## src/link_pkg.sv

```systemverilog
package link_pkg;

    localparam int LANES     = 5;
    localparam int MAX_SLOTS = 10;  // data frame length

    typedef logic [LANES-1:0] slot_t;  // one bit-time across all lanes
    typedef logic [3:0]       slot_count_t;

    typedef enum logic [1:0] {
        KIND_COMMA_1,  // 2 slots
        KIND_COMMA_2,  // 4 slots
        KIND_DATA      // 10 slots
    } frame_kind_e;

    typedef struct packed {
        frame_kind_e                kind;
        slot_t [MAX_SLOTS-1:0]      slots;  // slot 0 goes out first
    } frame_t;

    typedef enum logic [1:0] {RX_IDLE, RX_START, RX_RECEIVE, RX_ERROR} rx_state_e;
    typedef enum logic [1:0] {TX_IDLE, TX_START, TX_SLOTS, TX_STOP} tx_state_e;

    function automatic slot_count_t kind_slots(frame_kind_e kind);
        case (kind)
            KIND_COMMA_1: begin
                return slot_count_t'(2);
            end
            KIND_COMMA_2: begin
                return slot_count_t'(4);
            end
            default: begin
                return slot_count_t'(MAX_SLOTS);
            end
        endcase
    endfunction

endpackage

```

## src/bit_synchronizer.sv

```systemverilog
module bit_synchronizer (
    input  logic CLK,
    input  logic nRST,
    input  logic async_in,
    output logic sync_out
);

    logic meta;  // first stage, may go metastable

    // lanes idle high, so both stages reset high
    always_ff @(posedge CLK, negedge nRST) begin
        if (!nRST) begin
            meta     <= 1'b1;
            sync_out <= 1'b1;
        end else begin
            meta     <= async_in;
            sync_out <= meta;
        end
    end

endmodule

```

## src/baud_timer.sv

```systemverilog
module baud_timer #(
    parameter int CLKDIV_COUNT = 8
) (
    input  logic CLK,
    input  logic nRST,
    input  logic clear,
    input  logic enable,
    input  logic half,
    output logic tick
);

    localparam int CNT_W = $clog2(CLKDIV_COUNT + 1);
    localparam logic [CNT_W-1:0] FULL_LAST = CNT_W'(CLKDIV_COUNT - 1);
    localparam logic [CNT_W-1:0] HALF_LAST = CNT_W'(CLKDIV_COUNT / 2 - 1);

    logic [CNT_W-1:0] count;
    logic             first_half;  // short first interval pending

    assign tick = enable && (count == (first_half ? HALF_LAST : FULL_LAST));

    always_ff @(posedge CLK, negedge nRST) begin
        if (!nRST) begin
            count      <= '0;
            first_half <= 1'b0;
        end else if (clear) begin
            count      <= '0;
            first_half <= half;
        end else if (tick) begin
            count      <= '0;  // wrap, later intervals are full periods
            first_half <= 1'b0;
        end else if (enable) begin
            count <= count + 1'b1;
        end
    end

endmodule

```

## src/frame_rx.sv

```systemverilog
module frame_rx #(
    parameter int CLKDIV_COUNT = 8
) (
    input  logic             CLK,
    input  logic             nRST,
    input  link_pkg::slot_t  lanes,
    output logic             done,
    output link_pkg::frame_t frame,
    output logic             err
);

    link_pkg::rx_state_e                      state;
    link_pkg::rx_state_e                      n_state;
    link_pkg::slot_t                          sync_lanes;
    link_pkg::slot_t [link_pkg::MAX_SLOTS-1:0] shift_reg;
    link_pkg::slot_count_t                    slot_cnt;
    link_pkg::frame_kind_e                    kind;
    logic all_low;
    logic all_high;
    logic tick;
    logic len_ok;
    logic shift_en;
    logic stop_ok;
    logic fault;

    genvar i;
    generate
        for (i = 0; i < link_pkg::LANES; i++) begin : g_sync
            bit_synchronizer u_sync (
                .CLK     (CLK),
                .nRST    (nRST),
                .async_in(lanes[i]),
                .sync_out(sync_lanes[i])
            );
        end
    endgenerate

    // held clear while waiting, first tick lands mid start bit
    baud_timer #(.CLKDIV_COUNT(CLKDIV_COUNT)) u_timer (
        .CLK   (CLK),
        .nRST  (nRST),
        .clear (state == link_pkg::RX_IDLE || state == link_pkg::RX_ERROR),
        .enable(state == link_pkg::RX_START || state == link_pkg::RX_RECEIVE),
        .half  (state == link_pkg::RX_IDLE),
        .tick  (tick)
    );

    assign all_low  = ~|sync_lanes;
    assign all_high = &sync_lanes;

    always_comb begin
        len_ok = 1'b1;
        case (slot_cnt)
            4'd2:    kind = link_pkg::KIND_COMMA_1;
            4'd4:    kind = link_pkg::KIND_COMMA_2;
            4'd10:   kind = link_pkg::KIND_DATA;
            default: begin
                kind   = link_pkg::KIND_DATA;
                len_ok = 1'b0;
            end
        endcase
    end

    always_comb begin
        n_state  = state;
        shift_en = 1'b0;
        stop_ok  = 1'b0;
        fault    = 1'b0;
        case (state)
            link_pkg::RX_IDLE: begin
                if (all_low) n_state = link_pkg::RX_START;
            end
            link_pkg::RX_START: begin
                if (tick && all_low) n_state = link_pkg::RX_RECEIVE;
                else if (tick) fault = 1'b1;  // start glitch
            end
            link_pkg::RX_RECEIVE: begin
                if (tick && all_high) begin
                    stop_ok = len_ok;
                    fault   = !len_ok;
                    n_state = link_pkg::RX_IDLE;
                end else if (tick) begin
                    if (all_low || slot_cnt == link_pkg::slot_count_t'(link_pkg::MAX_SLOTS))
                        fault = 1'b1;
                    else
                        shift_en = 1'b1;
                end
            end
            default: begin
                if (all_high) n_state = link_pkg::RX_IDLE;  // wait for idle lanes
            end
        endcase
        if (fault) n_state = link_pkg::RX_ERROR;
    end

    always_ff @(posedge CLK, negedge nRST) begin
        if (!nRST) begin
            state    <= link_pkg::RX_IDLE;
            slot_cnt <= '0;
            done     <= 1'b0;
            err      <= 1'b0;
        end else begin
            state <= n_state;
            done  <= stop_ok;
            err   <= fault;
            if (state == link_pkg::RX_IDLE) slot_cnt <= '0;
            else if (shift_en) slot_cnt <= slot_cnt + 1'b1;
        end
    end

    // newest slot enters at the top, right-aligned at the stop
    always_ff @(posedge CLK) begin
        if (state == link_pkg::RX_IDLE)
            shift_reg <= '0;
        else if (shift_en)
            shift_reg <= {sync_lanes, shift_reg[link_pkg::MAX_SLOTS-1:1]};
        if (stop_ok) begin
            frame.kind  <= kind;
            frame.slots <= shift_reg >> (link_pkg::LANES * (link_pkg::MAX_SLOTS - slot_cnt));
        end
    end

endmodule

```

## src/frame_tx.sv

```systemverilog
module frame_tx #(
    parameter int CLKDIV_COUNT = 8
) (
    input  logic             CLK,
    input  logic             nRST,
    input  logic             send,
    input  link_pkg::frame_t frame,
    output logic             busy,
    output link_pkg::slot_t  lanes
);

    localparam int CNT_W = $clog2(CLKDIV_COUNT + 1);
    localparam logic [CNT_W-1:0] BIT_LAST = CNT_W'(CLKDIV_COUNT - 1);

    link_pkg::tx_state_e   state;
    link_pkg::frame_t      frame_q;
    link_pkg::slot_count_t slot_idx;
    link_pkg::slot_count_t slot_last;
    logic [CNT_W-1:0]      bit_cnt;
    logic                  bit_end;

    assign bit_end   = (bit_cnt == BIT_LAST);
    assign slot_last = link_pkg::kind_slots(frame_q.kind) - 1'b1;
    assign busy      = (state != link_pkg::TX_IDLE);

    always_ff @(posedge CLK, negedge nRST) begin
        if (!nRST) begin
            state    <= link_pkg::TX_IDLE;
            bit_cnt  <= '0;
            slot_idx <= '0;
        end else begin
            // bit period restarts on every state change
            if (state == link_pkg::TX_IDLE || bit_end) bit_cnt <= '0;
            else bit_cnt <= bit_cnt + 1'b1;

            case (state)
                link_pkg::TX_IDLE: begin
                    if (send) state <= link_pkg::TX_START;
                end
                link_pkg::TX_START: begin
                    if (bit_end) begin
                        state    <= link_pkg::TX_SLOTS;
                        slot_idx <= '0;
                    end
                end
                link_pkg::TX_SLOTS: begin
                    if (bit_end && slot_idx == slot_last) state <= link_pkg::TX_STOP;
                    else if (bit_end) slot_idx <= slot_idx + 1'b1;
                end
                default: begin
                    if (bit_end) state <= link_pkg::TX_IDLE;  // stop bit done
                end
            endcase
        end
    end

    always_ff @(posedge CLK) begin
        if (state == link_pkg::TX_IDLE && send) frame_q <= frame;
    end

    always_comb begin
        case (state)
            link_pkg::TX_START: lanes = '0;
            link_pkg::TX_SLOTS: lanes = frame_q.slots[slot_idx];
            default:            lanes = '1;  // stop and idle are high
        endcase
    end

endmodule

```

## src/link_top.sv

```systemverilog
module link_top #(
    parameter int CLKDIV_COUNT = 8
) (
    input  logic             CLK,
    input  logic             nRST,
    input  logic             tx_send,
    input  link_pkg::frame_t tx_frame,
    output logic             tx_busy,
    output link_pkg::slot_t  tx_lanes,
    input  link_pkg::slot_t  rx_lanes,
    output logic             rx_done,
    output link_pkg::frame_t rx_frame,
    output logic             rx_err
);

    // tx and rx share CLK but have separate pins
    frame_tx #(
        .CLKDIV_COUNT(CLKDIV_COUNT)
    ) tx (
        .CLK  (CLK),
        .nRST (nRST),
        .send (tx_send),
        .frame(tx_frame),
        .busy (tx_busy),
        .lanes(tx_lanes)
    );

    frame_rx #(
        .CLKDIV_COUNT(CLKDIV_COUNT)
    ) rx (
        .CLK  (CLK),
        .nRST (nRST),
        .lanes(rx_lanes),
        .done (rx_done),
        .frame(rx_frame),
        .err  (rx_err)
    );

endmodule

```

## config.mk

```make
export PLATFORM = sky130hd
export DESIGN_NAME = link_top
export DESIGN_NICKNAME = d
export VERILOG_FILES = /design/src/link_pkg.sv /design/src/bit_synchronizer.sv /design/src/baud_timer.sv /design/src/frame_rx.sv /design/src/frame_tx.sv /design/src/link_top.sv
export SDC_FILE = /design/constraint.sdc
export NUM_CORES = 1
export LEC_CHECK = 0
export BUFFER_PORTS_ARGS = -buffer_cell sky130_fd_sc_hd__buf_2
export CAP_MARGIN = 20
export CORE_UTILIZATION = 50
export CTS_BUF_LIST = sky130_fd_sc_hd__clkbuf_4
export CTS_CLUSTER_SIZE = 25
export DETAILED_ROUTE_END_ITERATION = 8
export HOLD_SLACK_MARGIN = 0.05
export PLACE_DENSITY = 0.7
export RECOVER_POWER = 100
export SETUP_SLACK_MARGIN = 0.4
export SLEW_MARGIN = 20
export SYNTH_ARGS = -nofsm -noshare
export SYNTH_HDL_FRONTEND = slang
export SYNTH_HIERARCHICAL = 1
export SYNTH_SLANG_ARGS = --single-unit
```

## constraint.sdc

```tcl
create_clock -name CLK -period 6.45 [get_ports CLK]
set_input_delay 0.645 -clock CLK [delete_from_list [all_inputs] [get_ports CLK]]
set_output_delay 0.645 -clock CLK [all_outputs]
set_load 0.05 [all_outputs]
```

Yosys cells after proc, flatten, opt, wreduce, memory -nomap -nowiden
Index checks and enable logic that the tools add are counted.
Storage, ports and cells
  register bits: 187
  output and inout bits: 60
  word-level logic and storage cells: 149
Cells by class
  add/sub/neg operators: 6
  $mul: 1
  order comparisons: 1
  eq/ne operators: 20
  shift-type cells: 1
  mux-type cells: 42
  reduce and logical (&&, ||, !) cells: 27
Operators with widths (count)
  50-bit by 32-bit right shift with 50-bit output: 1
  4-bit two-way mux: 9
  3-bit by 32-bit multiplier with 32-bit output (first input constant): 1
  5-bit binary-select mux with 4-bit select: 1
  2-bit two-way mux: 9
  4-bit by 1-bit adder with 4-bit output (second input constant): 4
  4-bit case mux with 2 select lines: 2
  1-bit two-way mux: 14
  2-bit case mux with 3 select lines: 2
  4-bit AND reduction: 3
  5-bit case mux with 2 select lines: 1
  3-bit by 2-bit != test with 1-bit output (second input constant): 3
  4-bit by 3-bit equality test with 1-bit output (second input constant): 2
  4-bit equality test: 2
  2-bit nonzero test: 4
  2-bit by 1-bit equality test with 1-bit output (second input constant): 3
  2-bit equality test (second input constant): 3
  2-bit zero test: 3
  2-bit by 1-bit != test with 1-bit output (second input constant): 3
  3-bit nonzero test: 2
  1-bit logical AND: 5
  4-bit by 5-bit < comparator with 1-bit output (second input constant): 1
  5-bit two-way mux: 1
  5-bit AND reduction: 1
  13 further kinds: 18

Longest topological paths before layout
  word-level depth: 9
  gate-level depth with buffers: 21
  mapped depth without buffers: 12

Cells and area by module
The synthesis kept the hierarchy.
Modules (own cells, without submodules)
  frame_rx: instances 1, cells each 714, area an instance 7350.8 um2
  frame_tx: instances 1, cells each 151, area an instance 2627.5 um2
  bit_synchronizer: instances 5, cells each 2, area an instance 52.6 um2
  baud_timer: instances 1, cells each 21, area an instance 236.5 um2

Worst setup path before layout
No wires, ideal clock.
  kind: reg-to-reg
  start: register rx.slot_cnt[0]
  end: register rx/frame[0] (netlist bit), enable pin
  data arrival time: 5.315 ns
  path slack: 0.607 ns
  stages on the path, launching flop included: 10
  path buffers: 4
  period minus slack after synthesis: 5.843 ns
  cells stage by stage: dfrtp_1 buf_2 clkinv_1 buf_2 buf_4 buf_2 ha_1 nor2b_1 nor2_1 nor3_1
On the way
  word-level cells in the longest chain between the ends: 5
Ends and longest elaborated chain
  from (decl): line frame_rx.sv:16  | link_pkg::slot_count_t slot_cnt;
  from (signal assigned): line frame_rx.sv:107  | else if (shift_en) slot_cnt <= slot_cnt + 1'b1;
  4-bit by 2-bit equality test with 1-bit output (tied with other cells): line frame_rx.sv:53  | case (slot_cnt)
  3-bit OR reduction (no line) *
  1-bit two-way mux *: line frame_rx.sv:53
  1-bit two-way mux *: line frame_rx.sv:78  | if (tick && all_high) begin
  1-bit two-way mux *: line frame_rx.sv:69  | case (state)
  net rx.stop_ok: line frame_rx.sv:23  | logic stop_ok;
  to (decl): line frame_rx.sv:8  | output link_pkg::frame_t frame,
Mark *: on every way through the listed nets, which the timed path passes. The rest lies on a longest branch.
A chain may end at the register's enable or synchronous reset.

Worst setup path after layout
  start: register rx.slot_cnt[0]
  end: register rx/frame[33] (netlist bit), data pin
On the way
  word-level cells in the longest chain between the ends: 3
Ends and longest elaborated chain
  4-bit by 4-bit subtractor with 5-bit output: line frame_rx.sv:119  | frame.slots <= shift_reg >> (link_pkg::LANES * (link_pkg::MAX_SLOTS - slot_cnt));
  3-bit by 32-bit multiplier with 32-bit output: line frame_rx.sv:119
  50-bit by 32-bit right shift with 50-bit output: line frame_rx.sv:119
No other way between the ends.

==> flow_summary.json <==
{
  "outcome": "finished, violations left",
  "violations": "capacitance limit, slew limit",
  "hp-start": "rx_lanes[0]",
  "routed_wl_um": 22100,
  "worstPathRequired_ns": 6.81,
  "synth_ff_type": "edfxtp_1",
  "crit_start": "rx/slot_cnt[0]",
  "finClkSkew_ns": 0.0234,
  "gp_congestion": 0.921,
  "first_pass_iters": 5,
  "synth_most_common_cell": "nand2_1",
  "critPathMaxFanout": 38,
  "post_cts_resized": 0,
  "cts_made_buffers": 17,
  "final_nets": 1064,
  "grtUsageTotal_pct": 21.2,
  "fp.dieH_um": 147,
  "grt-ovfl-total": 0,
  "ys_seq_area_share_pct": 47.4,
  "synthTopCellsByCount": "nand2_1, edfxtp_1, a21oi_1, dfxtp_1, mux4_2",
  "io_buffers": 119,
  "wl_per_cell_um": 17.4,
  "post-route-period-util_pct": 80.3,
  "setup_tns_ns": 0,
  "ctsHtreeMaxLevel": 4,
  "rsz0062_at_grt": "false",
  "vias": 7443,
  "postSynthCellCount": 896,
  "hold_end": "rx/g_sync[0].u_sync/meta",
  "die_area_mm2": 0.0215,
  "syn_area_mm2": 0.0105,
  "synth_nets": 978,
  "dp_hpwl_um": 15600,
  "cts_root_buffer": "clkbuf_4",
  "postCtsHoldBufs": 0,
  "clock_path_buffers": 2,
  "regToRegSetupSlack_ns": 1.27,
  "coreArea_mm2": 0.0204,
  "area_delta_synth_final_pct": 6.65,
  "regToRegEndpoint": "rx/frame[33]",
  "synth_edf_count": 104,
  "cts.sinks": 187,
  "grt_pass1_vias": 6986,
  "cp_data_arrival_time_ns": 5.54,
  "grt_max_degree": 58,
  "reg2reg_depth": 9,
  "die_w_um": 147,
  "ys_async_sr_fraction_pct": 17.6,
  "synth_area_per_cell_um2": 11.7,
  "relSlewSlack_pct": -105,
  "drc": 0,
  "viasPerCell": 5.87,
  "finalMaxSlewViolations": 223,
  "start_kind": "flop",
  "synth.top_cell.area_share_pct": 29.8,
  "grt_pass1_wl_um": 36100,
  "drtIter0Drc": 668,
  "ant_nets": 0,
  "yosys_warnings": 6,
  "ys_ff_latch": 187,
  "critical_path_class": "reg -> reg",
  "power.total_mw": 2.27,
  "cap_violations": 5,
  "yosysUniqueCellTypes": 83,
  "yosys.area.top_type": "edfxtp_1",
  "drive_gt1_share_pct": 20.0,
  "io_pins": 120,
  "fmax_mhz": 193,
  "hold_violations": 0,
  "fin_crit_ns": 5.18,
  "hold_path.class": "in -> reg",
  "clk_latency_ns": 0.59,
  "setup_viol": 0,
  "cp-end-kind": "flop",
  "start_util_pct": 51.4,
  "clkSlewWorstSetupHoldPaths_ns": 0.16,
  "tightest_slew_ns": 3.08,
  "cts_tree": "done",
  "vdd_drop_max_mv": 0.141,
  "cts_setup_buffers": 0,
  "fill_cells": 1777,
  "hold_depth": 1,
  "power.density_mw_per_mm2": 203,
  "reg2reg_from": "rx/slot_cnt[0]",
  "p_leak_nw": 3.95,
  "synth_area_leaders": "edfxtp_1, mux4_2, dfxtp_1",
  "antenna_found_initial": 2,
  "rows": 52
}
placed cells by master, fill, tap and decap left out, types with 4 or more instances in the layout:
| cell | synthesis | layout |
|---|---|---|
| a22oi_1 | 3 | 4 |
| nor3_1 | 12 | 18 |
| mux2i_1 | 41 | 41 |
| dfstp_2 | 10 | 10 |
| mux2_1 | 0 | 9 |
| dfxtp_1 | 50 | 50 |
| o21ai_0 | 10 | 12 |
| mux2_2 | 23 | 15 |
| nand4_1 | 16 | 16 |
| nand2_1 | 172 | 174 |
| buf_4 | 8 | 4 |
| o211ai_1 | 7 | 7 |
| buf_2 | 18 | 57 |
| nor2b_1 | 4 | 4 |
| clkbuf_4 | 1 | 18 |
| mux4_1 | 8 | 8 |
| xor2_1 | 6 | 6 |
| inv_6 | 0 | 5 |
| nand2b_1 | 5 | 5 |
| nor2_1 | 37 | 37 |
| xnor2_1 | 8 | 8 |
| and3_1 | 4 | 4 |
| mux4_2 | 50 | 50 |
| clkbuf_1 | 13 | 65 |
| dfrtp_1 | 23 | 23 |
| or2_2 | 5 | 5 |
| ha_1 | 21 | 19 |
| o221ai_1 | 12 | 13 |
| edfxtp_1 | 104 | 104 |
| a21oi_1 | 60 | 60 |
| nand3_1 | 41 | 41 |
| o2111ai_1 | 10 | 10 |
| inv_1 | 18 | 19 |
metal layers:
layer	up-vias	track usage (%)	share of wire [%]
li1	3550	-	-
met1	3523	29.9	45
met5	-	0	0
met2	323	32.3	45
met4	0	6.98	2.5
met3	47	4.97	7.4
how the worst max path moves through the flow:
stage | endpoint | depth (start not counted)
after detailed placement | rx/frame[10] | 13
after global placement | rx/frame[22] | 13
after CTS | rx/frame[10] | 13
final | rx/frame[33] | 9
after global routing | rx/frame[33] | 9
after floorplan | rx/frame[0] | 9
critical path, stage by stage, from the launching register on:
cell	delay, ns
dfrtp_1	0.45
ha_1	0.26
xor2_1	0.19
ha_1	0.81
clkbuf_1	1.53
mux4_2	0.68
mux2_1	0.35
mux2_1	0.41
a22oi_2	0.23
nor2_1	0.05
power by group:
part / internal (mW) / total (mW) / leakage, nW / switching, mW
clock network: 0.209 / 0.638 / 0.158 / 0.430
logic: 0.113 / 0.305 / 2.07 / 0.192
registers: 1.30 / 1.32 / 1.73 / 0.0256
total: 1.62 / 2.27 / 3.95 / 0.647
final cells by class:
class | instances | area (µm²) | share of cell area [%]
Timing Repair Buffer | 128 | 584 | 5.23
Sequential cell | 187 | 4960 | 44.4
Clock inverter | 14 | 138 | 1.23
Tap cell | 270 | 338 | 3.02
Antenna cell | 2 | 5.00 | 0.0448
Inverter | 21 | 78.8 | 0.705
Multi-Input combinational cell | 627 | 4930 | 44.1
Clock buffer | 18 | 135 | 1.21
stage by stage:
stage / std cells / area (µm²) / utilization (%) / setup slack (ns) / hold slack, ns
final: 1267 / 11200 / 54.9 / 1.27 / 0.136
after CTS: 1264 / 11300 / 55.5 / 1.75 / 0.0823
after global placement: 1232 / 11000 / 54.1 / 1.93 / 0.350
after global routing: 1267 / 11200 / 54.9 / 0.894 / 0.0667
after detailed placement: 1232 / 11000 / 54.1 / 1.83 / 0.348
after floorplan: 896 / 10500 / - / 0.607 / 0.345
kinds of logic (layout without fill, tap and decap cells):
logic type / after synthesis / in the layout / share of synthesized area, %
and+or+nand+nor: 323 / 323 / 14.3
DFF: 187 / 187 / 47.4
AOI/OAI and AO/OA: 141 / 141 / 9.33
muxes: 126 / 126 / 19.8
buffers and inverters: 82 / 181 / 5.12
adders and majority gates: 22 / 22 / 2.70
xor gates and xnor gates: 15 / 15 / 1.33
other: 0 / 2 / 0
No activity file was read; power rests on OpenSTA's default activity.
